File: src/hw/sat_pkg.sv
//**************************************************
// sat_pkg
// shared types and opcode encodings for the
// saturating arithmetic execution unit
//**************************************************
package sat_pkg;

    typedef logic [15:0] word_t;      // data word held in the bank
    typedef logic [3:0]  reg_addr_t;  // register bank address, 16 words
    typedef logic [1:0]  op_code_t;   // alu operation selector

    // operation encodings
    localparam op_code_t OP_ADD  = 2'd0;  // 16-bit saturating add
    localparam op_code_t OP_SUB  = 2'd1;  // 16-bit saturating subtract
    localparam op_code_t OP_PADD = 2'd2;  // four nibble adds, each saturated
    localparam op_code_t OP_RED  = 2'd3;  // 8-bit reduction, sign extended

endpackage

File: src/hw/reg_bank.sv
//**************************************************
// reg_bank
// single port register bank, registered read
//**************************************************
module reg_bank #(
    parameter int BANK_DEPTH = 16
) (
    input  logic               clk,
    input  logic               en,
    input  logic               we,
    input  sat_pkg::reg_addr_t addr,
    input  sat_pkg::word_t     wdata,
    output sat_pkg::word_t     rdata
);
    import sat_pkg::*;

    word_t mem [BANK_DEPTH];

    always_ff @(posedge clk) begin
        if (en) begin
            if (we) mem[addr] <= wdata;
            else    rdata     <= mem[addr];  // one cycle read latency
        end
    end

endmodule

File: config.mk
export PLATFORM = sky130hd
export DESIGN_NAME = reg_bank
export DESIGN_NICKNAME = d
export VERILOG_FILES = /design/src/hw/sat_pkg.sv /design/src/hw/reg_bank.sv
export SDC_FILE = /design/constraint.sdc
export NUM_CORES = 1
export LEC_CHECK = 0
export ABC_AREA = 1
export BUFFER_PORTS_ARGS = -buffer_cell sky130_fd_sc_hd__buf_4
export CORE_MARGIN = 2
export CORE_UTILIZATION = 35
export CTS_CLUSTER_SIZE = 10
export DETAILED_ROUTE_END_ITERATION = 10
export PLACE_DENSITY = 0.54
export REMOVE_ABC_BUFFERS = 1
export SLEW_MARGIN = 20
export SYNTH_ARGS = -nofsm -noshare
export SYNTH_HDL_FRONTEND = slang
export SYNTH_SLANG_ARGS = --single-unit
export TNS_END_PERCENT = 50
File: constraint.sdc
create_clock -name clk -period 3.8 [get_ports clk]
set_input_delay 0 -clock clk [delete_from_list [all_inputs] [get_ports clk]]
set_output_delay 0 -clock clk [all_outputs]
set_load 0.02 [all_outputs]
==> flow_metrics.py <==
metrics = {
    "outcome": {
        "status": "finished, final reports clean",
    },
    "clocking": {
        "postCtsHoldBufs": 16,
        "post_cts_buffers": 0,
        "clk_pin_slew_worst_paths_ns": 0.05,
        "numCtsBuffers": 31,
        "cts_tree": "built",
        "clock_path_buffers": 3,
        "clk_root_buffer_cell": "clkbuf_16",
        "cts.sinks": 272,
        "clock_latency_ns": 0.54,
        "htreeDepth": 1,
        "post_cts_resized": 0,
    },
    "hold_path": {
        "hold_class": "in -> reg",
    },
    "timing": {
        "fin_crit_sh_pct": 48.6,
        "maxSlewViolCount": 0,
        "finalCriticalPeriod_ns": 1.85,
        "setup_violations": 0,
        "rsz0062_at_grt": "false",
        "final.setup.tns_ns": 0,
        "fmax_mhz": 541,
        "whs_ns": 0.0156,
        "fin_skew_ns": 0.0144,
        "slew_headroom_pct": 30.4,
        "finalHoldViolCount": 0,
        "worst_pin_slew_ns": 1.04,
    },
    "synth": {
        "ys_warn_count": 0,
        "netlist_instances": 1074,
        "syn_area_per_cell_um2": 10.5,
        "syn_area_mm2": 0.0113,
        "ys_seq_area_share_pct": 72.1,
        "ys_ff_latch": 272,
        "ys_types": 12,
    },
    "worst_setup_path": {
        "critical_path_arrival_ns": 2.08,
        "crit_top_cell": "buf_4",
        "end_kind": "register",
        "path_cells": "buf_4, inv_4, nand3_1, nor2_2, buf_4",
        "worst-setup-path-type": "in -> reg",
        "critPathLaunchType": "input pin",
        "cp_slowest_cell": "nor2_2",
        "cp.required_ns": 4.04,
        "path_buf_inv": 3,
        "worst-path-max-fanout": 52,
        "cp_slowest_stage_delay_ns": 0.61,
        "cp_top_family": "buffers and inverters",
    },
    "pwr": {
        "clkPwrFrac_pct": 40.2,
        "static-leakage-power_nw": 5.38,
        "intPower_w": 0.00491,
        "seqPwrFrac_pct": 53.7,
        "p_sw_w": 0.00135,
        "power_density_mw_per_mm2": 483,
        "combPwrFrac_pct": 6.1,
        "switching_share_pct": 21.6,
        "ir_worst_vdd_mv": 0.290,
    },
    "die": {
        "placementRows": 65,
        "die_x_um": 184,
        "core-area_mm2": 0.0317,
        "initial_core_util_pct": 35.7,
        "pin_count": 39,
        "die-area_mm2": 0.0338,
        "chipHeight_um": 184,
    },
    "final_layout": {
        "final_common_cell": "nand2_1",
        "antenna_cells": 0,
        "fillers": 3026,
        "layout-drive-gt1-share_pct": 9.49,
        "syn_to_final_growth_pct": 14.3,
        "layout_common_cells": "nand2_1 (691), edfxtp_1 (272), buf_4 (56)",
        "final_nets": 1155,
        "fin_area_mm2": 0.0130,
        "final_cells": 1540,
    },
    "route": {
        "vias": 7189,
        "drc": 0,
        "postRouteAntennaNets": 0,
        "detail_route.wl_per_cell_um": 17.3,
        "vias_per_cell": 4.67,
        "drt_pass1_iterations": 5,
        "drt_iter0_drc": 509,
        "routed_wl_mm": 26.7,
    },
    "global_route": {
        "grt_usage_pct": 16.1,
        "grt_pass1_vias": 6853,
        "antenna_found_initial": 0,
        "grt_pass1_wl_mm": 41.0,
        "grt-ovfl-total": 0,
        "grt_max_degree": 93,
    },
    "placement": {
        "dp_cells": 1485,
        "dpl.hpwl_mm": 14.8,
        "place_area_mm2": 0.0120,
        "place_congestion": 0.757,
        "portBuffers": 38,
    },
    "run": {
        "maxCapViolCount": 0,
    },
}
[cells by family after synthesis]
group                  Yosys count  share of synthesized area (%)
DFF                            272                           72.1
and+or+nand+nor                714                           23.7
buffers and inverters           88                           4.14
[worst paths after layout]
check | start | to | slack [ns] | depth (start not counted)
worst min-delay path | we | rdata[14] | 0.02 | 3
worst max register to register | mem[13][11] | rdata[11] | 2.60 | 8
worst max-delay path | addr[0] | mem[14][4] | 1.95 | 5
worst min register to register | mem[9][12] | rdata[12] | 0.79 | 8
[registers in the layout, indices dropped and copies added, names as in the netlist]
| register | cells |
|---|---|
| mem | 256 |
| rdata | 16 |
[cell usage after synthesis]
master | count | area [µm²]
nand2_1 | 691 | 2590
edfxtp_1 | 272 | 8170
inv_1 | 40 | 150
buf_2 | 28 | 140
nor2_1 | 17 | 63.8
buf_6 | 11 | 124
clkbuf_1 | 5 | 18.8
nand3_1 | 4 | 20.0
buf_4 | 2 | 15.0
nor2_2 | 2 | 12.5
buf_8 | 1 | 15.0
inv_4 | 1 | 6.26
[tightest hold or removal path, delay by kind of cell]
family	cells	cell delay [ns]
buffers and inverters	2	0.32
and+or+nand+nor	1	0.03
[cell type report]
class                           count  area [µm²]  share of cell area, %
Timing Repair Buffer               72         581                   4.48
Multi-Input combinational cell    714        2740                   21.1
Tap cell                          402         503                   3.88
Inverter                           41         156                   1.21
Sequential cell                   272        8170                   63.1
Clock buffer                       39         806                   6.22
[per-layer routing]
layer	track usage (%)	vias up	part of all wire, %
met4	4.26	0	1.8
met5	0	-	0
met2	26.2	174	47
met3	2.20	32	5.1
li1	-	3555	-
met1	22.8	3428	46
[per-stage QoR]
stage | utilization, % | power [W] | setup slack, ns
2_1_floorplan | - | 0.00360 | 1.42
3_3_place_gp | 37.8 | 0.00380 | 1.36
3_5_place_dp | 37.8 | 0.00380 | 1.28
4_1_cts | 40.8 | 0.00631 | 1.85
5_1_grt | 40.8 | 0.00648 | 1.80
6_report | 40.8 | 0.00626 | 1.95
[power groups by stage]
stage	logic [W]	clock network (W)	registers (W)
final	0.000384	0.00252	0.00336
after global routing	0.000436	0.00268	0.00336
after CTS	0.000392	0.00256	0.00336
after detailed placement	0.000377	0	0.00342
after global placement	0.000375	0	0.00342
after floorplan	0.000174	0	0.00343
(Power assumes the default switching activity.)
