<file path="src/hw/sat_pkg.sv">
//**************************************************
// sat_pkg
// shared types and opcode encodings for the
// saturating arithmetic execution unit
//**************************************************
package sat_pkg;

    typedef logic [15:0] word_t;      // data word held in the bank
    typedef logic [3:0]  reg_addr_t;  // register bank address, 16 words
    typedef logic [1:0]  op_code_t;   // alu operation selector

    // operation encodings
    localparam op_code_t OP_ADD  = 2'd0;  // 16-bit saturating add
    localparam op_code_t OP_SUB  = 2'd1;  // 16-bit saturating subtract
    localparam op_code_t OP_PADD = 2'd2;  // four nibble adds, each saturated
    localparam op_code_t OP_RED  = 2'd3;  // 8-bit reduction, sign extended

endpackage

</file>
<file path="src/hw/bank_arbiter.sv">
//**************************************************
// bank_arbiter
// round robin between sequencer and host for the
// single bank port, read data steered by owner
//**************************************************
module bank_arbiter (
    input  logic               clk,
    input  logic               arst_n,
    input  logic               seq_req,
    input  logic               seq_we,
    input  sat_pkg::reg_addr_t seq_addr,
    input  sat_pkg::word_t     seq_wdata,
    input  logic               host_req,
    input  logic               host_we,
    input  sat_pkg::reg_addr_t host_addr,
    input  sat_pkg::word_t     host_wdata,
    output logic               seq_gnt,
    output logic               host_gnt,
    output logic               seq_rvalid,
    output logic               host_rvalid,
    output sat_pkg::word_t     rdata,
    output logic               bank_en,
    output logic               bank_we,
    output sat_pkg::reg_addr_t bank_addr,
    output sat_pkg::word_t     bank_wdata,
    input  sat_pkg::word_t     bank_rdata
);
    import sat_pkg::*;

    logic last_host;  // host won the previous grant

    // on a tie the master not granted last wins
    assign seq_gnt  = seq_req && (!host_req || last_host);
    assign host_gnt = host_req && (!seq_req || !last_host);

    always_ff @(posedge clk or negedge arst_n) begin
        if (!arst_n) begin
            last_host   <= 1'b0;
            seq_rvalid  <= 1'b0;
            host_rvalid <= 1'b0;
        end else begin
            if (seq_gnt || host_gnt) last_host <= host_gnt;
            seq_rvalid  <= seq_gnt && !seq_we;    // owner of the read in flight
            host_rvalid <= host_gnt && !host_we;
        end
    end

    assign bank_en    = seq_gnt || host_gnt;
    assign bank_we    = host_gnt ? host_we : (seq_gnt && seq_we);
    assign bank_addr  = host_gnt ? host_addr : seq_addr;
    assign bank_wdata = host_gnt ? host_wdata : seq_wdata;

    assign rdata = bank_rdata;  // shared, qualified by the rvalid pulses

endmodule

</file>
<file path="config.mk">
export PLATFORM = sky130hd
export DESIGN_NAME = bank_arbiter
export DESIGN_NICKNAME = d
export VERILOG_FILES = /design/src/hw/sat_pkg.sv /design/src/hw/bank_arbiter.sv
export SDC_FILE = /design/constraint.sdc
export NUM_CORES = 1
export LEC_CHECK = 0
export BUFFER_PORTS_ARGS = -buffer_cell sky130_fd_sc_hd__buf_4
export CAP_MARGIN = 10
export CORE_UTILIZATION = 22
export DETAILED_ROUTE_END_ITERATION = 10
export GPL_ROUTABILITY_DRIVEN = 1
export PLACE_DENSITY = 0.75
export SETUP_SLACK_MARGIN = 0.05
export SLEW_MARGIN = 20
export SYNTH_ARGS = -nofsm -noshare
export SYNTH_HDL_FRONTEND = slang
export SYNTH_SLANG_ARGS = --single-unit
</file>
<file path="constraint.sdc">
create_clock -name clk -period 1.3 [get_ports clk]
set_clock_uncertainty 0.1 [all_clocks]
set_input_delay 0.065 -clock clk [delete_from_list [all_inputs] [get_ports clk]]
set_output_delay 0.065 -clock clk [all_outputs]
set_load 0.02 [all_outputs]
</file>
==> results.md <==
* Hold slack at roughly 0.030 ns
* Failing checks: setup timing
* Detailed Route WL at 1830 um
* Min Tclk post-route at 1.65 ns
* Placed cells at approximately 140
* Core box area at 2230 um2
* Critical path class: reg2out
* PnR Total Power at around 0.88 mW
* First-pass GRT wire length at 2590 um
* Crit. End Element: primary output
* Layout cell share with drive strength beyond 1 at 0.906
* DR iter-0 viols at 2
* Vias/cell at ~4.3
* Mean post-synth cell area at 10.3 um2
* Multi-input logic area at ~390 um2
* Worst-Margin Slew at 0.192 ns
* Fin. max-slew vios at 0
* Tcrit/Tclk final at 1.27
* IO Pins at 104
* Worst path top cell family by delay: flip-flops
* Via count at 628
* Cell Count, Final, Fillers Out at 145
* Root Driver: clkbuf_4
* Worst stage delay on the critical path at 0.40 ns
* Netlist cell types at 15
* Warnings from Yosys at 0
* Fill cells at 213
* Synthesis-to-layout area growth at 138%
* Seq/Total Area, Yosys at 0.143
* Final Hold Viols at 0
* Initial antenna violation count at 0
* Total gr overflow at 0
* Die width at roughly 50 um
* R2R Setup Slk at -0.15 ns
* Largest net degree at the start of global routing at 13
* Nets at between 150 and 200
* Setup ws final at -0.348 ns
* CTS tree: done
* Worst reg-to-reg path cell count at 6
* CTS HTree Levels at 1
* Syn Nets at ~110
* Worst Hold Depth at 0
* #FFs+latches synth at 3
* Hold Path Class: in2out
* Number of buffers created by CTS at 3
* Unrepaired setup endpoints after global routing: yes
* ANT nets after route at 0
* Gr usage total at 0.133
* RR Startpoint: last_host$_DFFE_PN0P_
* Worst slew margin at 0.872
* Number of diodes at 0
* Static leakage at 0.680 nW
* Crit path required time at around 1.1 ns
* Clock buffer depth at 2
* Register area at 75.1 um2
* Worst Setup Start Kind: flip-flop
* Post-route DRC at 0
* Worst path buffer plus inverter count at 2
* Worst path cell trace: a21boi_4, buf_12, mux2_4, buf_6
* Hpwl dp at ~1400 um
* Most frequent cells in the layout: buf_4, buf_6, mux2_4
* Critical-path maximum fanout at 11
* RR Endpoint: last_host$_DFFE_PN0P_
* Initial Util at 0.235
* CP max-delay cell: dfrtp_1
* Port bufs at 71
* Clk Latency, worst-skew pair at 0.23 ns
* Initial DRT Pass Iterations at 2
* Full die area at 2580 um2
* Clk sink count at 3
* Max Cap Viol at 0
* Peak supply drop at between 0.4 and 0.5 mV
* Area after DPL at ~1100 um2
* Final GP Congestion at 0.662
* Post-synth design cell area at 524 um2
* Worst Hold End: rdata[14]
* Final setup viols at 25
* Pwr Density at between 700 and 800 nW/um2
* Synth Instances at 51
* Status: finished with violations
* Rows at 17
* Data arrival, critical path at 1.48 ns
* Hold Crit Start: bank_rdata[14]
* Number of global-route vias before repair at ~640
* Most common cell after layout, fill and taps aside: buf_4
* Die H at 50.8 um
* Fmax at a little over 600 MHz
* Post-route cell area at approximately 1200 um2
* Post-DR wirelength/cell at 12.6 um
* Reg clk slew, reported paths at roughly 0.04 ns
-- worst register-to-register path, cell delays in order, from the launching register on --
cell and delay (ns):
dfrtp_1 0.39, buf_4 0.13, buf_6 0.09, and2b_2 0.22, buf_4 0.13, buf_4 0.13
a21o_1 0.15
-- per-layer routing --
layer	wire length, um	global-route usage
met2	1060	0.256
met4	9	0.0648
met1	568	0.125
met5	0	0
met3	190	0.0417
-- worst max path at each step --
stage	end	depth (start not counted)	slack [ns]	start
5_1_grt	bank_wdata[8]	4	-0.39	last_host$_DFFE_PN0P_
4_1_cts	bank_addr[3]	4	-0.38	last_host$_DFFE_PN0P_
3_5_place_dp	bank_addr[3]	4	-0.13	last_host$_DFFE_PN0P_
2_1_floorplan	bank_wdata[10]	3	-0.02	last_host$_DFFE_PN0P_
6_report	bank_wdata[8]	4	-0.35	last_host$_DFFE_PN0P_
3_3_place_gp	bank_addr[3]	4	-0.11	last_host$_DFFE_PN0P_
-- flip-flops by register name (all words and copies together) (netlist names) --
signal / flops
host_rvalid: 1
last_host: 1
seq_rvalid: 1
-- per-stage QoR --
step	worst slack (ns)	TNS [ns]	utilization
final	-0.348	-7.49	0.559
after global routing	-0.387	-8.56	0.559
after CTS	-0.380	-7.49	0.542
after detailed placement	-0.134	-2.08	0.473
after global placement	-0.110	-1.66	0.473
after floorplan	-0.0195	-0.282	-
-- what timing repair did --
action,4_1_cts,5_1_grt
resized for setup,22,9
hold endpoints to repair,5,0
endpoints found under the setup margin,23,25
buffers inserted,2,2
hold buffers,3,0
pin swaps,1,1
-- final cells by class --
type | instances | share of cell area
Inverter | 1 | 0.00301
Clock buffer | 4 | 0.0210
Tap cell | 28 | 0.0281
Multi-Input combinational cell | 29 | 0.312
Timing Repair Buffer | 80 | 0.576
Sequential cell | 3 | 0.0601
-- logic make-up (layout without fill, tap and decap cells) --
group / Yosys count / in the layout / share of synthesized area
AO/OA/AOI/OAI: 3 / 3 / 0.0692
AND/OR/NAND/NOR: 6 / 6 / 0.0716
multiplexers: 20 / 20 / 0.437
buffers and inverters: 19 / 85 / 0.279
flip-flops: 3 / 3 / 0.143
-- report_power, final --
part | leakage [nW] | internal, mW | switching [mW] | total [mW]
Combinational | 0.626 | 0.374 | 0.229 | 0.603
Sequential | 0.0383 | 0.102 | 0.00596 | 0.108
Clock | 0.0150 | 0.115 | 0.0544 | 0.170
-- synthesized netlist by cell type --
master / count / share of area
nor3_1: 1 / 0.0095
buf_6: 2 / 0.043
or2b_1: 1 / 0.014
and2b_2: 1 / 0.017
buf_4: 16 / 0.23
nor2b_1: 1 / 0.012
a32o_1: 1 / 0.019
a21boi_4: 1 / 0.036
or2_2: 1 / 0.012
mux2_4: 1 / 0.029
nor2_1: 1 / 0.0072
mux2_2: 19 / 0.41
inv_1: 1 / 0.0072
a21o_1: 1 / 0.014
dfrtp_1: 3 / 0.14
Note: power is estimated with default switching activity, not from simulation.
