===== config.mk =====
export PLATFORM = sky130hd
export DESIGN_NAME = host_port
export DESIGN_NICKNAME = d
export VERILOG_FILES = /design/src/hw/sat_pkg.sv /design/src/hw/host_port.sv
export SDC_FILE = /design/constraint.sdc
export NUM_CORES = 1
export LEC_CHECK = 0
export BUFFER_PORTS_ARGS = -buffer_cell sky130_fd_sc_hd__buf_2
export CORE_MARGIN = 3
export CORE_UTILIZATION = 40
export DETAILED_ROUTE_END_ITERATION = 6
export PLACE_DENSITY = 0.8
export SLEW_MARGIN = 30
export SYNTH_ARGS = -nofsm -noshare
export SYNTH_HDL_FRONTEND = slang
export SYNTH_SLANG_ARGS = --single-unit

===== constraint.sdc =====
create_clock -name clk -period 2.1 [get_ports clk]
set_clock_uncertainty 0.15 [all_clocks]
set_input_delay 0.21 -clock clk [delete_from_list [all_inputs] [get_ports clk]]
set_output_delay 0.21 -clock clk [all_outputs]
set_load 0.05 [all_outputs]

===== src/hw/sat_pkg.sv =====
//**************************************************
// sat_pkg
// shared types and opcode encodings for the
// saturating arithmetic execution unit
//**************************************************
package sat_pkg;

    typedef logic [15:0] word_t;      // data word held in the bank
    typedef logic [3:0]  reg_addr_t;  // register bank address, 16 words
    typedef logic [1:0]  op_code_t;   // alu operation selector

    // operation encodings
    localparam op_code_t OP_ADD  = 2'd0;  // 16-bit saturating add
    localparam op_code_t OP_SUB  = 2'd1;  // 16-bit saturating subtract
    localparam op_code_t OP_PADD = 2'd2;  // four nibble adds, each saturated
    localparam op_code_t OP_RED  = 2'd3;  // 8-bit reduction, sign extended

endpackage


===== src/hw/host_port.sv =====
//**************************************************
// host_port
// bank master for the host, holds one request
// until granted and returns the read word
//**************************************************
module host_port (
    input  logic               clk,
    input  logic               arst_n,
    input  logic               host_valid,
    input  logic               host_we,
    input  sat_pkg::reg_addr_t host_addr,
    input  sat_pkg::word_t     host_wdata,
    output logic               host_busy,
    output logic               host_rvalid,
    output sat_pkg::word_t     host_rdata,
    output logic               req,
    output logic               we,
    output sat_pkg::reg_addr_t addr,
    output sat_pkg::word_t     wdata,
    input  logic               gnt,
    input  logic               rvalid,
    input  sat_pkg::word_t     rdata
);
    import sat_pkg::*;

    always_ff @(posedge clk or negedge arst_n) begin
        if (!arst_n) begin
            req         <= 1'b0;
            host_busy   <= 1'b0;
            host_rvalid <= 1'b0;
        end else begin
            host_rvalid <= 1'b0;
            if (host_valid && !host_busy) begin
                req       <= 1'b1;
                host_busy <= 1'b1;
            end else if (req && gnt) begin
                req       <= 1'b0;
                host_busy <= !we;          // a write is finished here
            end else if (host_busy && !req && rvalid) begin
                host_busy   <= 1'b0;
                host_rvalid <= 1'b1;
            end
        end
    end

    // request fields and read data
    always_ff @(posedge clk) begin
        if (host_valid && !host_busy) begin
            we    <= host_we;
            addr  <= host_addr;
            wdata <= host_wdata;
        end
        if (host_busy && !req && rvalid) host_rdata <= rdata;
    end

endmodule


==> metrics.yaml, run 1 <==
die:
  die_h_um: 62.0
  core-area_um2: 2880
  dieWidth_um: 62.0
  ios: 82
  fp-row-count: 19
  initial_core_util: 0.435
  dieArea_um2: 3840
sta:
  finalSetupViolCount: 0
  final_hold_viol_count: 0
  setup_ws_ps: 688
  tightest_slew_ps: 334
  fin_tns_setup_ps: 0
  fin_crit_ps: 1410
  slew_violations: 0
  fin_crit_sh: 0.673
  timing.hold.ws_ps: 32.2
  slew_headroom: 0.777
  rsz0062_at_grt: "false"
  fmax_mhz: 708
hold_path:
  hold_path_class: "in2async"
critical_path:
  reg2reg_setup_slack_ps: 700
  worstPathCellList: "buf_2"
  cp.depth: 1
  reg2reg_to: "addr[2]$_DFFE_PP_"
  reg2reg_from: "host_busy$_DFFE_PN0P_"
  cp_max_fo: 6
  critPathLaunchType: "flop"
  cpMaxStageDelayCell: "dfrtp_1"
  worst-path-buf-inv: 1
  reg2regPathDepth: 1
  required_ps: 1740
  startpoint: "host_busy$_DFFE_PN0P_"
  critPathMaxStageDelay_ps: 430
  crit_type: "reg2out"
  critPathTopFamily: "flip-flops"
  endpoint_kind: "output port"
  crit_end: "host_busy"
  worstPathArrival_ps: 1050
placed_design:
  io_buffer_count: 81
  place_congestion: 0.637
  pre_cts_ws_ps: 726
  post_dp_cell_area_um2: 1720
power_and_ir_drop:
  p_seq_frac: 0.459
  power_frac_comb: 0.345
  p_total_mw: 2.40
  switching_share: 0.376
  p_leak_nw: 0.949
  vdd_drop_max_v: 0.000789
  p_sw_mw: 0.900
  power_density_nw_per_um2: 1100
  p_int_mw: 1.49
  clockPowerShare: 0.196
yosys:
  synth_warnings: 0
  synth_top_cell_area_share: 0.887
  synth_commonest_cells: "37 x edfxtp_1, 3 x dfrtp_1, 2 x and3b_1"
  synth_nets: 91
  synth_top_area_cell: "edfxtp_1"
  synth.avg_cell_area_um2: 25.6
  synth_edf_count: 37
  synthArstFlopShare: 0.0750
  syn-cell-area_um2: 1250
  yosysMostFrequentCell: "edfxtp_1"
  ys_types: 10
  netlist_instances: 49
  ys_seq_elements: 40
  synth_ff_type: "edfxtp_1"
  yosys-top-cells-area: "edfxtp_1 89%, dfrtp_1 6.0%, and3b_1 1.4%"
  ys_seq_area_frac: 0.947
drt:
  wl_mm: 3.12
  drc: 0
  first_pass_iters: 4
  vias: 939
  drt_iter0_drc: 20
  post_drt_wl_per_cell_um: 14.2
  avgViaCountPerCell: 4.27
  drtAntennaViolNets: 0
final_layout:
  regArea_um2: 1190
  fin_nets: 219
  design_area_um2: 2180
  multi_input_area_um2: 62.6
  drive_gt1_frac: 0.500
  diodes: 0
  fillerInstances: 174
  syn_to_final_growth_pct: 74.3
outcome:
  status: "finished, final reports clean"
grt:
  antenna_found_initial: 0
  grt_usage: 0.170
  grt_pass1_vias: 963
  grt_max_degree: 24
  grt-ovfl-total: 0
  grt_pass1_wl_mm: 4.36
cts:
  root_buffer: "clkbuf_4"
  cts_num_sinks: 40
  insertion_delay_ps: 330
  tritoncts: "yes"
  cts-htree-levels: 2
  clk_path_buf_depth: 2
  numCtsBuffers: 5
  clk_pin_slew_ps: 110
job:
  drv_cap: 0
==> area by class of cell <==
class / instances / area share
flip-flops and latches: 40 / 0.543
repair buffers: 121 / 0.368
inverters: 1 / 0.00172
multi-input cells: 8 / 0.0287
clock buffers: 5 / 0.0172
clock inverters: 3 / 0.0172
well taps: 42 / 0.0241
==> power by group through the flow <==
stage                     clock, mW  combinational (mW)  sequential [mW]
after floorplan                   0              0.0972             1.59
after global placement            0               0.761             1.11
after detailed placement          0               0.773             1.12
after CTS                     0.485               0.829             1.10
after global routing          0.520               0.863             1.11
final                         0.468               0.828             1.10
==> metal layers <==
metal / wire [um] / track usage
met5: 0 / 0
met1: 971 / 0.156
met3: 222 / 0.0620
met2: 1800 / 0.314
met4: 123 / 0.100
==> sequential cells by signal, summed over array words and instances (netlist names) <==
| signal | cells |
|---|---|
| host_rdata | 16 |
| wdata | 16 |
| addr | 4 |
| host_busy | 1 |
| host_rvalid | 1 |
| req | 1 |
| we | 1 |
==> timing repair <==
action | in CTS | in global routing
setup buffers | 0 | 0
resized for setup | 0 | 0
hold buffers | 39 | 0
endpoints found under the hold margin | 41 | 0
==> metrics by stage <==
step / instances / util
after global routing: 220 / 0.759
after floorplan: 49 / -
final: 220 / 0.759
after global placement: 173 / 0.597
after CTS: 220 / 0.759
after detailed placement: 173 / 0.597
==> logic make-up (layout without fill, tap and decap cells) <==
family,Yosys count,count (layout),share of synthesized area
AOI/OAI and AO/OA,2,2,0.0140
buffers and inverters,1,130,0.00299
DFF,40,40,0.947
and+or+nand+nor,6,6,0.0360
==> cells in the final DEF (no fill, tap or decap), drive strengths merged <==
| cell type | instances |
|---|---|
| and3b | 2 |
| clkbuf | 5 |
| and2b | 1 |
| clkinv | 2 |
| dlygate4sd3 | 39 |
| inv | 1 |
| bufinv | 1 |
| edfxtp | 37 |
| buf | 82 |
| a311o | 1 |
| a21o | 1 |
| nor3b | 1 |
| nand2 | 1 |
| dfrtp | 3 |
| or2 | 1 |
==> worst min path at each step <==
stage               slack [ps]  cells past startpoint   start                    end
finish                      30                      2  arst_n  host_busy$_DFFE_PN0P_
global route                30                      2  arst_n  host_busy$_DFFE_PN0P_
CTS                         20                      2  arst_n        req$_DFFE_PN0P_
detailed placement        -140                      1  arst_n        req$_DFFE_PN0P_
global placement          -140                      1  arst_n        req$_DFFE_PN0P_
floorplan                 -240                      0  arst_n  host_busy$_DFFE_PN0P_
Note: power is estimated with default switching activity, not from simulation.
==> run 2, diff against run 1 <==
==> constraint.sdc (replaced) <==
create_clock -name clk -period 1.45 [get_ports clk]
set_clock_uncertainty 0.15 [all_clocks]
set_input_delay 0.145 -clock clk [delete_from_list [all_inputs] [get_ports clk]]
set_output_delay 0.145 -clock clk [all_outputs]
set_load 0.05 [all_outputs]
==> metrics.yaml, run 2 (synthesis results as in run 1) <==
outcome:
  status: "finished, final reports clean"
die:
  initial_core_util: 0.435  # unchanged
  die_h_um: 62.0  # unchanged
  core-area_um2: 2880  # unchanged
  dieWidth_um: 62.0  # unchanged
  fp-row-count: 19  # unchanged
  ios: 82  # unchanged
  dieArea_um2: 3840  # unchanged
critical_path:
  worstPathArrival_ps: 1270  # +220 ps
  required_ps: 1330  # -410 ps
  critPathTopFamily: "simple AND/OR/NAND/NOR gates"
  critPathLaunchType: "flop"
  endpoint_kind: "flop"
  worstPathCellList: "and2b_4"
  critPathMaxStageDelay_ps: 470  # +40 ps
  reg2reg_setup_slack_ps: 50  # -650 ps
  cp.depth: 1  # unchanged
  crit_type: "reg2reg"
  reg2regPathDepth: 1  # unchanged
  cpMaxStageDelayCell: "and2b_4"
  cp_max_fo: 23  # +17
  worst-path-buf-inv: 0  # -1
final_layout:
  fin_nets: 221  # +0.91%
  layout_common_cells: "81 x buf_2, 41 x dlygate4sd3_1, 37 x edfxtp_1"
  final_common_cell: "buf_2"
  fillerInstances: 176  # +1.1%
  final_core_util: 0.765  # +0.00609
  multi_input_area_um2: 63.8  # +2.0%
  regArea_um2: 1190  # +0.21%
  stdcell_count: 222  # +0.91%
  syn_to_final_growth_pct: 75.7
  drive_gt1_frac: 0.517  # +0.0167
  reg_top3: "host_rdata (16), wdata (16), addr (4)"
  diodes: 0  # unchanged
drt:
  drc: 0  # unchanged
  wl_mm: 3.26  # +4.4%
  drt_iter0_drc: 15  # -25%
  post_drt_wl_per_cell_um: 14.7  # +3.5%
  avgViaCountPerCell: 4.20  # -1.5%
  drtAntennaViolNets: 0  # unchanged
  first_pass_iters: 3  # -1
  vias: 933  # -0.64%
grt:
  grt-ovfl-total: 0  # unchanged
  grt_pass1_wl_mm: 4.41  # +1.1%
  grt_max_degree: 24  # unchanged
  antenna_found_initial: 0  # unchanged
  grt_usage: 0.171  # +0.00115
  grt_pass1_vias: 986  # +2.4%
cts:
  numCtsBuffers: 5  # unchanged
  cts_resized: 0  # unchanged
  tritoncts: "yes"
  cts-htree-levels: 2  # unchanged
  insertion_delay_ps: 340  # about the same
  root_buffer: "clkbuf_4"
  clk_pin_slew_ps: 120  # about the same
  cts_num_sinks: 40  # unchanged
  clk_path_buf_depth: 2  # unchanged
placed_design:
  io_buffer_count: 81  # unchanged
  dp.cells: 173  # unchanged
  place_congestion: 0.640  # +0.57%
  dpl.hpwl_mm: 1.89
sta:
  slew_headroom: 0.775  # -0.00282
  slew_violations: 0  # unchanged
  fin_crit_sh: 0.964
  final_hold_viol_count: 0  # unchanged
  fin_crit_ps: 1400
  fmax_mhz: 715
  fin_tns_setup_ps: 0  # unchanged
  tightest_slew_ps: 338  # +4.23 ps
  rsz0062_at_grt: "false"
  finalSetupViolCount: 0  # unchanged
power_and_ir_drop:
  p_int_mw: 2.02  # +35%
  switching_share: 0.399  # +0.0234
  p_sw_mw: 1.35  # +49%
  power_density_nw_per_um2: 1530  # +40%
  power_frac_comb: 0.365  # +0.020
  vdd_drop_max_v: 0.00104  # +32%
  clockPowerShare: 0.160  # -0.036
  p_leak_nw: 0.942  # -0.67%
  p_seq_frac: 0.474  # +0.015
hold_path:
  hold_path_depth: 2
  hold_path_class: "in2reg"
job:
  drv_cap: 0  # unchanged
-- run 2: changes by cell type in the layout (fill, tap and decap cells not counted) --
cell / delta
and3b_1: -1
and3b_2: +1
buf_12: +1
buf_4: -1
bufinv_16: -1
clkinv_1: -1
clkinvlp_4: +2
dfrtp_1: -2
dfrtp_2: +2
dlygate4sd3_1: +2
-- run 2: layer usage --
layer | GRT usage | up-vias | part of all wire | wire (um)
li1 | - | 451 | - | -
met1 | 0.148 | 426 | 0.31 | 1010
met2 | 0.345 | 48 | 0.61 | 1990
met3 | 0.0558 | 8 | 0.060 | 197
met4 | 0.0727 | 0 | 0.018 | 59
met5 | 0 | - | 0 | 0
-- run 2: power by group through the flow --
stage / Clock [mW] / Combinational [mW] / Sequential (mW)
3_3_place_gp: 0 / 1.13 / 1.61
6_report: 0.540 / 1.23 / 1.60
4_1_cts: 0.545 / 1.22 / 1.60
5_1_grt: 0.614 / 1.28 / 1.62
3_5_place_dp: 0 / 1.14 / 1.62
2_1_floorplan: 0 / 0.142 / 2.31
-- run 2: worst paths after layout --
| check | from | end |
|---|---|---|
| worst max-delay path | host_busy$_DFFE_PN0P_ | wdata[4]$_DFFE_PP_ |
| worst min-delay path | host_valid | wdata[3]$_DFFE_PP_ |
| worst max register to register | host_busy$_DFFE_PN0P_ | wdata[4]$_DFFE_PP_ |
| worst min register to register | req$_DFFE_PN0P_ | req$_DFFE_PN0P_ |
| max in group asynchronous | arst_n | req$_DFFE_PN0P_ |
| min in group asynchronous | arst_n | host_rvalid$_DFF_PN0_ |
-- run 2: stage by stage --
step	worst slack [ps]	hold slack [ps]	total power, mW	area (um^2)
6_report	52.0	202	3.37	2200
5_1_grt	8.48	184	3.51	2200
4_1_cts	72.7	184	3.37	2200
3_5_place_dp	82.8	-203	2.76	1730
3_3_place_gp	120	-207	2.73	1730
2_1_floorplan	5.71	-301	2.45	1260
-- run 2: layout make-up --
type	instances	area share
clock buffer	5	0.0171
clock inverter	3	0.00853
inverter	1	0.00171
multi-input combinational	8	0.0290
sequential	40	0.540
tap	42	0.0239
timing repair buffer	123	0.380
-- run 2: repair_timing --
| action | CTS | global route |
|---|---|---|
| setup buffers | 0 | 0 |
| endpoints found under the hold margin | 42 | 0 |
| hold buffers | 41 | 0 |
