[src/hw/sat_pkg.sv]
//**************************************************
// sat_pkg
// shared types and opcode encodings for the
// saturating arithmetic execution unit
//**************************************************
package sat_pkg;

    typedef logic [15:0] word_t;      // data word held in the bank
    typedef logic [3:0]  reg_addr_t;  // register bank address, 16 words
    typedef logic [1:0]  op_code_t;   // alu operation selector

    // operation encodings
    localparam op_code_t OP_ADD  = 2'd0;  // 16-bit saturating add
    localparam op_code_t OP_SUB  = 2'd1;  // 16-bit saturating subtract
    localparam op_code_t OP_PADD = 2'd2;  // four nibble adds, each saturated
    localparam op_code_t OP_RED  = 2'd3;  // 8-bit reduction, sign extended

endpackage

[src/hw/alu_sequencer.sv]
//**************************************************
// alu_sequencer
// runs one command: reads rs and rt from the bank,
// feeds the adder and writes the sum back to rd
//**************************************************
module alu_sequencer (
    input  logic              clk,
    input  logic              arst_n,
    input  logic              cmd_valid,
    input  sat_pkg::op_code_t cmd_op,
    input  sat_pkg::reg_addr_t cmd_rd,
    input  sat_pkg::reg_addr_t cmd_rs,
    input  sat_pkg::reg_addr_t cmd_rt,
    output logic              busy,
    output logic              done,
    output sat_pkg::word_t    result,
    output logic              result_ovfl,
    output logic              req,        // bank request, held until gnt
    output logic              we,
    output sat_pkg::reg_addr_t addr,
    output sat_pkg::word_t    wdata,
    input  logic              gnt,
    input  logic              rvalid,
    input  sat_pkg::word_t    rdata,
    output logic              padd,       // adder mode controls
    output logic              red,
    output logic              sub,
    output sat_pkg::word_t    opa,
    output sat_pkg::word_t    opb,
    input  sat_pkg::word_t    sum,
    input  logic              sum_ovfl
);
    import sat_pkg::*;

    typedef enum logic [2:0] {
        IDLE, READ_A, WAIT_A, READ_B, WAIT_B, WRITE
    } seq_state_t;

    seq_state_t state;
    op_code_t   op_q;
    reg_addr_t  rd_q, rs_q, rt_q;

    always_ff @(posedge clk or negedge arst_n) begin
        if (!arst_n) begin
            state <= IDLE;
            busy  <= 1'b0;
            done  <= 1'b0;
        end else begin
            done <= 1'b0;
            case (state)
                IDLE: if (cmd_valid) begin
                    state <= READ_A;
                    busy  <= 1'b1;
                end
                READ_A: if (gnt)    state <= WAIT_A;
                WAIT_A: if (rvalid) state <= READ_B;
                READ_B: if (gnt)    state <= WAIT_B;
                WAIT_B: if (rvalid) state <= WRITE;
                WRITE: if (gnt) begin       // write accepted, command ends
                    state <= IDLE;
                    busy  <= 1'b0;
                    done  <= 1'b1;
                end
                default: state <= IDLE;
            endcase
        end
    end

    // command fields, operands and result carry no reset
    always_ff @(posedge clk) begin
        if (state == IDLE && cmd_valid) begin
            op_q <= cmd_op;
            rd_q <= cmd_rd;
            rs_q <= cmd_rs;
            rt_q <= cmd_rt;
        end
        if (state == WAIT_A && rvalid) opa <= rdata;
        if (state == WAIT_B && rvalid) opb <= rdata;
        if (state == WRITE && gnt) begin
            result      <= sum;
            result_ovfl <= sum_ovfl;
        end
    end

    assign req   = (state == READ_A) || (state == READ_B) || (state == WRITE);
    assign we    = (state == WRITE);
    assign addr  = (state == READ_A) ? rs_q :
                   (state == READ_B) ? rt_q : rd_q;
    assign wdata = sum;  // adder output goes straight to rd

    // opcode decode
    assign padd = (op_q == OP_PADD);
    assign red  = (op_q == OP_RED);
    assign sub  = (op_q == OP_SUB);

endmodule

[config.mk]
export PLATFORM = sky130hd
export DESIGN_NAME = alu_sequencer
export DESIGN_NICKNAME = d
export VERILOG_FILES = /design/src/hw/sat_pkg.sv /design/src/hw/alu_sequencer.sv
export SDC_FILE = /design/constraint.sdc
export NUM_CORES = 1
export LEC_CHECK = 0
export BUFFER_PORTS_ARGS = -buffer_cell sky130_fd_sc_hd__buf_2
export CORE_UTILIZATION = 50
export CTS_BUF_LIST = sky130_fd_sc_hd__clkbuf_4
export DETAILED_ROUTE_END_ITERATION = 8
export PLACE_DENSITY = 0.88
export REMOVE_ABC_BUFFERS = 1
export SLEW_MARGIN = 5
export SYNTH_ARGS = -nofsm -noshare
export SYNTH_HDL_FRONTEND = slang
export SYNTH_SLANG_ARGS = --single-unit
[constraint.sdc]
create_clock -name clk -period 3.63 [get_ports clk]
set_input_delay 0.726 -clock clk [delete_from_list [all_inputs] [get_ports clk]]
set_output_delay 0.726 -clock clk [all_outputs]
set_load 0.1 [all_outputs]
==> qor.yml, run 1 <==
status: "complete, no violations"
fin_ws_ns: 1.008
setup_viol_count_final: 0
grt_max_degree: 19
power_leakage_nw: 1.334
cts_tree: "done"
wire_per_inst_um: 14.25
finalNetCount: 296
antenna_found_initial: 0
initial_core_util: 0.5189
seqCellArea_um2: 2017
ctsResizeCount: 0
ys_ff_latch: 68
grt_pass1_vias: 1370
synth_cells: 122
ir_drop_uv: 880.8
skew_ns: 0.005068
htree_levels: 3
maxSlewViolCount: 0
drive_above_1_share: 0.6275
multi_input_area_um2: 272.8
clk_path_buf_depth: 2
avgSynthCellArea_um2: 19.96
cp-start-kind: "flip-flop"
clkSinkCount: 68
pre_cts_ws_ns: 1.430
hold_viol: 0
ys_seq_area_frac: 0.8284
critPathArrivalTime_ns: 1.90
port_buffers: 127
io_pins: 128
cts_buffers: 9
routed_wl_um: 4290
powerDensity_nw_per_um2: 830.4
critPathRequiredTime_ns: 2.90
coreArea_um2: 4692
routabilityCongestion: 0.8456
relSlewSlack: 0.5988
num_vias: 1476
syn2layout_area_growth_pct: 28.83
placed_cells: 287
stdcell_count: 301
cp_max_fo: 13
crit_top_cell: "mux2_2"
drtAntennaViolNets: 0
setup_tns_ns: 0
row_count: 25
postCtsSetupBuffers: 0
tightestPinTransition_ns: 0.6018
final_common_cell: "buf_2"
die_area_um2: 5153
fmax_mhz: 381.4
die_w_um: 71.79
period_minus_slack_ns: 2.622
vias_per_cell: 4.904
drtPass1Iterations: 6
path_clk_slew_ns: 0.09
path_cells: "mux2_2 -> mux2_2 -> buf_2"
fill_cells: 323
slowest_delay_ns: 0.60
slowest_stage: "dfrtp_1"
cts_root_buf: "clkbuf_4"
remaining_drc_errors: 0
final_cell_mix: "127 x buf_2, 63 x edfxtp_1, 10 x clkbuf_4, 6 x mux2_2, 5 x dfrtp_1"
worst_setup_path_end_kind: "output pin"
grt_pass1_wl_um: 6251
rsz0062_at_grt: "no"
ys_types: 25
first_iter_violations: 68
die_y_um: 71.79
hp-class: "input port to async pin"
worstSetupPathType: "flip-flop to output pin"
synth_area_um2: 2435
antennaDiodeCount: 0
clk_latency_ns: 0.38
ctsHoldBuffers: 0
synth_warnings: 0
placedInstanceArea_um2: 3019
grt_use_total: 0.1676
finalInstanceArea_um2: 3137
drv_cap: 0
grt.overflow.total: 0
timing.final.crit_share: 0.7222
==> layer usage <==
| layer | part of all wire | vias up | GRT usage |
|---|---|---|---|
| met5 | 0 | - | 0 |
| met4 | 0.019 | 0 | 0.1024 |
| met3 | 0.072 | 14 | 0.04782 |
| met2 | 0.51 | 95 | 0.2725 |
| met1 | 0.40 | 680 | 0.1983 |
| li1 | - | 687 | - |
==> cells by family (layout without fill, tap and decap cells) <==
logic type / count (synthesis) / count (layout) / share of synthesized area
DFF: 68 / 68 / 0.8284
and+or+nand+nor: 20 / 20 / 0.05087
buffers and inverters: 20 / 145 / 0.05961
muxes: 9 / 9 / 0.04419
AOI/OAI and AO/OA: 5 / 5 / 0.01696
==> cell type report <==
| class | count | area share |
|---|---|---|
| tap | 54 | 0.02154 |
| clock buffer | 10 | 0.02393 |
| inverter | 1 | 0.001197 |
| sequential | 68 | 0.6430 |
| timing repair buffer | 130 | 0.2098 |
| multi-input combinational | 34 | 0.08696 |
| clock inverter | 4 | 0.01356 |
==> worst max-delay path: cells and delay by family, from the launching register on <==
kind	cells	cell delay, ns
multiplexers	2	0.63
flip-flops	1	0.60
buffers and inverters	1	0.29
==> cells in the mapped netlist <==
library cell	number	area, um^2
mux2_4	2	30.03
nand2b_2	1	8.760
nor4_1	2	12.51
buf_2	1	5.000
nand2_1	1	3.750
nor2b_1	2	12.51
dfrtp_1	5	125.1
buf_6	1	11.26
or2b_1	1	7.510
o221a_2	1	11.26
a22o_2	1	10.01
and2_1	2	12.51
nor2b_2	1	8.760
edfxtp_1	63	1892
inv_1	1	3.750
nand3b_1	1	7.510
clkbuf_2	1	5.000
nor2_1	4	15.01
a21bo_2	1	10.01
nand2b_1	2	12.51
buf_4	16	120.1
mux2i_1	1	10.01
nor3b_1	3	22.52
a21oi_1	2	10.01
mux2_2	6	67.56
==> registers in the layout, indices dropped and copies added, names as in the netlist <==
signal,cells
state,3
op_q,2
result,16
result_ovfl,1
rd_q,4
rt_q,4
opb,16
busy,1
rs_q,4
done,1
opa,16
==> path summary, 6_finish.rpt <==
check / start / slack [ns] / depth (start not counted) / to
worst max-delay path: state[1] / 1.01 / 3 / addr[0]
worst min-delay path: arst_n / 0.15 / 1 / state[1]
worst max register to register: state[1] / 1.85 / 2 / rt_q[3]
worst min register to register: busy / 0.61 / 1 / busy
max in group asynchronous: arst_n / 3.34 / 1 / state[0]
min in group clk: cmd_op[1] / 0.52 / 1 / op_q[1]
==> power by group <==
part	total (mW)	leakage, nW	internal [mW]	switching (mW)
Combinational	1.12	0.631	0.207	0.913
Sequential	1.05	0.636	0.982	0.0719
Clock	0.431	0.0672	0.205	0.226
==> through the flow <==
step           power (mW)  utilization  hold slack, ns
2_1_floorplan       1.947            -          0.4304
3_3_place_gp        2.181       0.6435          0.5527
3_5_place_dp        2.194       0.6435          0.5546
4_1_cts             2.625       0.6685          0.1260
5_1_grt             2.703       0.6685          0.1134
6_report            2.605       0.6685          0.1542
Note: power is estimated with default switching activity, not from simulation.
==> inputs of run 2 (changes only) <==
ABC_AREA = 1   (was unset)
CORE_UTILIZATION = 42   (was 50)
PLACE_DENSITY = 0.78   (was 0.88)
clock period = 2.2 ns   (was 3.63 ns; I/O delays follow)
==> qor.yml, run 2 <==
cp-start-kind: "flip-flop"
routabilityCongestion: 0.7292
hold_viol: 0
synthTopCellsByCount: "63 x edfxtp_1, 25 x nand2_1, 16 x buf_4"
num_vias: 1548
path_clk_slew_ns: 0.11
path_cells: "inv_2 -> nand3_1 -> inv_1 -> a22oi_1 -> nand2_1 -> buf_6"
antennaDiodeCount: 0
worst_setup_path_end_kind: "output pin"
postCtsSetupBuffers: 0
rr_worst_depth: 3
tightestPinTransition_ns: 0.4901
cts_tree: "done"
clkSinkCount: 68
r2r-end: "rd_q[0]"
setup_viol_count_final: 0
antenna_found_initial: 0
synth_cells: 151
power_leakage_nw: 1.429
remaining_drc_errors: 0
powerDensity_nw_per_um2: 1372
cp_max_fo: 9
stdcell_count: 350
ys_ff_latch: 68
initial_core_util: 0.4433
skew_ns: 0.01352
reg_top3: "opa: 16 flops, opb: 16 flops, result: 16 flops"
synth.most_common_cell: "edfxtp_1"
row_count: 27
syn2layout_area_growth_pct: 31.34
avgSynthCellArea_um2: 16.37
synth_top_cell_by_area: "edfxtp_1"
slowest_delay_ns: 0.49
total_power_mw: 4.454
hold_end: "result_ovfl"
die_area_um2: 6194
coreArea_um2: 5574
first_iter_violations: 63
ir_drop_uv: 1281
drive_above_1_share: 0.5647
critPathRequiredTime_ns: 1.76
grt.overflow.total: 0
synth_edf_count: 63
pre_cts_ws_ns: 0.3213
crit-reg2reg-launch: "state[0]"
ys_seq_area_frac: 0.8162
maxSlewViolCount: 0
grt_max_degree: 19
r2r_setup_slack_ns: 0.67
async_reset_ff_frac: 0.07353
drv_cap: 0
synth_area_leaders: "edfxtp_1 77%, dfrtp_1 5.1%, buf_4 4.9%, nand2_1 3.8%, inv_1 1.4%"
port_buffers: 127
htree_levels: 3
grt_use_total: 0.1416
synth_area_um2: 2471
drtPass1Iterations: 4
timing.final.crit_share: 0.9419
grt_pass1_vias: 1393
dp_hpwl_um: 3235
final_common_cell: "buf_2"
worstSetupPathType: "flip-flop to output pin"
finalNetCount: 326
worstHoldStart: "sum_ovfl"
fmax_mhz: 482.6
critPathTopFamily: "flip-flops"
cts_root_buf: "clkbuf_4"
relSlewSlack: 0.6729
fin_util: 0.5823
whs_path_depth: 1
clk_latency_ns: 0.39
slowest_stage: "dfrtp_2"
clk_path_buf_depth: 2
fin_ws_ns: 0.1278
fill_cells: 463
die_w_um: 78.71
io_pins: 128
drtAntennaViolNets: 0
final_cell_mix: "121 x buf_2, 63 x edfxtp_1, 25 x nand2_1, 12 x clkbuf_4, 9 x inv_1"
vias_per_cell: 4.423
routed_wl_um: 4371
status: "complete, no violations"
period_minus_slack_ns: 2.072
placed_cells: 334
wire_per_inst_um: 12.49
die_y_um: 78.71
hp-class: "input port to flip-flop"
yosysTopAreaCellShare: 0.7656
grt_pass1_wl_um: 6265
worst-path-buf-inv: 3
ys.flop_type: "edfxtp_1"
ys_types: 18
critPathArrivalTime_ns: 1.63
synth_warnings: 0
cts_buffers: 9
[run 2: what timing repair did]
item | in CTS | in global routing
endpoints found under the hold margin | 5 | 0
hold buffers | 1 | 0
gates resized for setup | 4 | 4
endpoints found under the setup margin | 2 | 6
[run 2: routing by layer]
metal | part of all wire | GRT usage
met4 | 0.016 | 0.07222
met3 | 0.090 | 0.06437
met2 | 0.50 | 0.2409
met5 | 0 | 0
met1 | 0.39 | 0.1463
[run 2: report_power, final]
part | total, mW | switching (mW) | internal [mW]
combinational | 2.10 | 1.68 | 0.417
sequential | 1.73 | 0.104 | 1.62
clock | 0.630 | 0.397 | 0.233
[run 2: worst max-delay path by stage]
stage / start / to / depth (start not counted)
6_report: state[1] / addr[3] / 6
5_1_grt: state[1] / addr[0] / 6
4_1_cts: state[1] / req / 4
3_5_place_dp: state[2] / addr[3] / 6
3_3_place_gp: state[0] / addr[3] / 5
2_1_floorplan: op_q[0] / padd / 1
[run 2: final cells by class]
type / instances / area (um^2) / area share
Tap cell: 72 / 90.09 / 0.02776
Clock inverter: 5 / 30.03 / 0.009252
Timing Repair Buffer: 131 / 724.4 / 0.2232
Inverter: 12 / 45.04 / 0.01388
Sequential cell: 68 / 2021 / 0.6226
Multi-Input combinational cell: 52 / 260.3 / 0.08019
Clock buffer: 10 / 75.07 / 0.02313
[run 2: kinds of logic after synthesis]
kind of cell    count (synthesis)  share of synthesized area
flops                          68                     0.8162
simple gates                   46                    0.08912
buf+inv                        31                    0.08051
compound gates                  6                    0.01417
[run 2: worst register-to-register path: stages (launching register included)]
cell and delay, ns:
dfrtp_2 0.49, nor3_4 0.22, nand2_1 0.09, inv_1 0.38
[run 2: metrics by stage]
step	setup TNS, ns	cell area (um^2)	hold WS, ns
floorplan	0	2317	0.1444
global placement	0	3110	0.2578
detailed placement	0	3110	0.2603
CTS	0	3234	0.1753
global route	-0.003407	3246	0.1793
finish	0	3246	0.2131
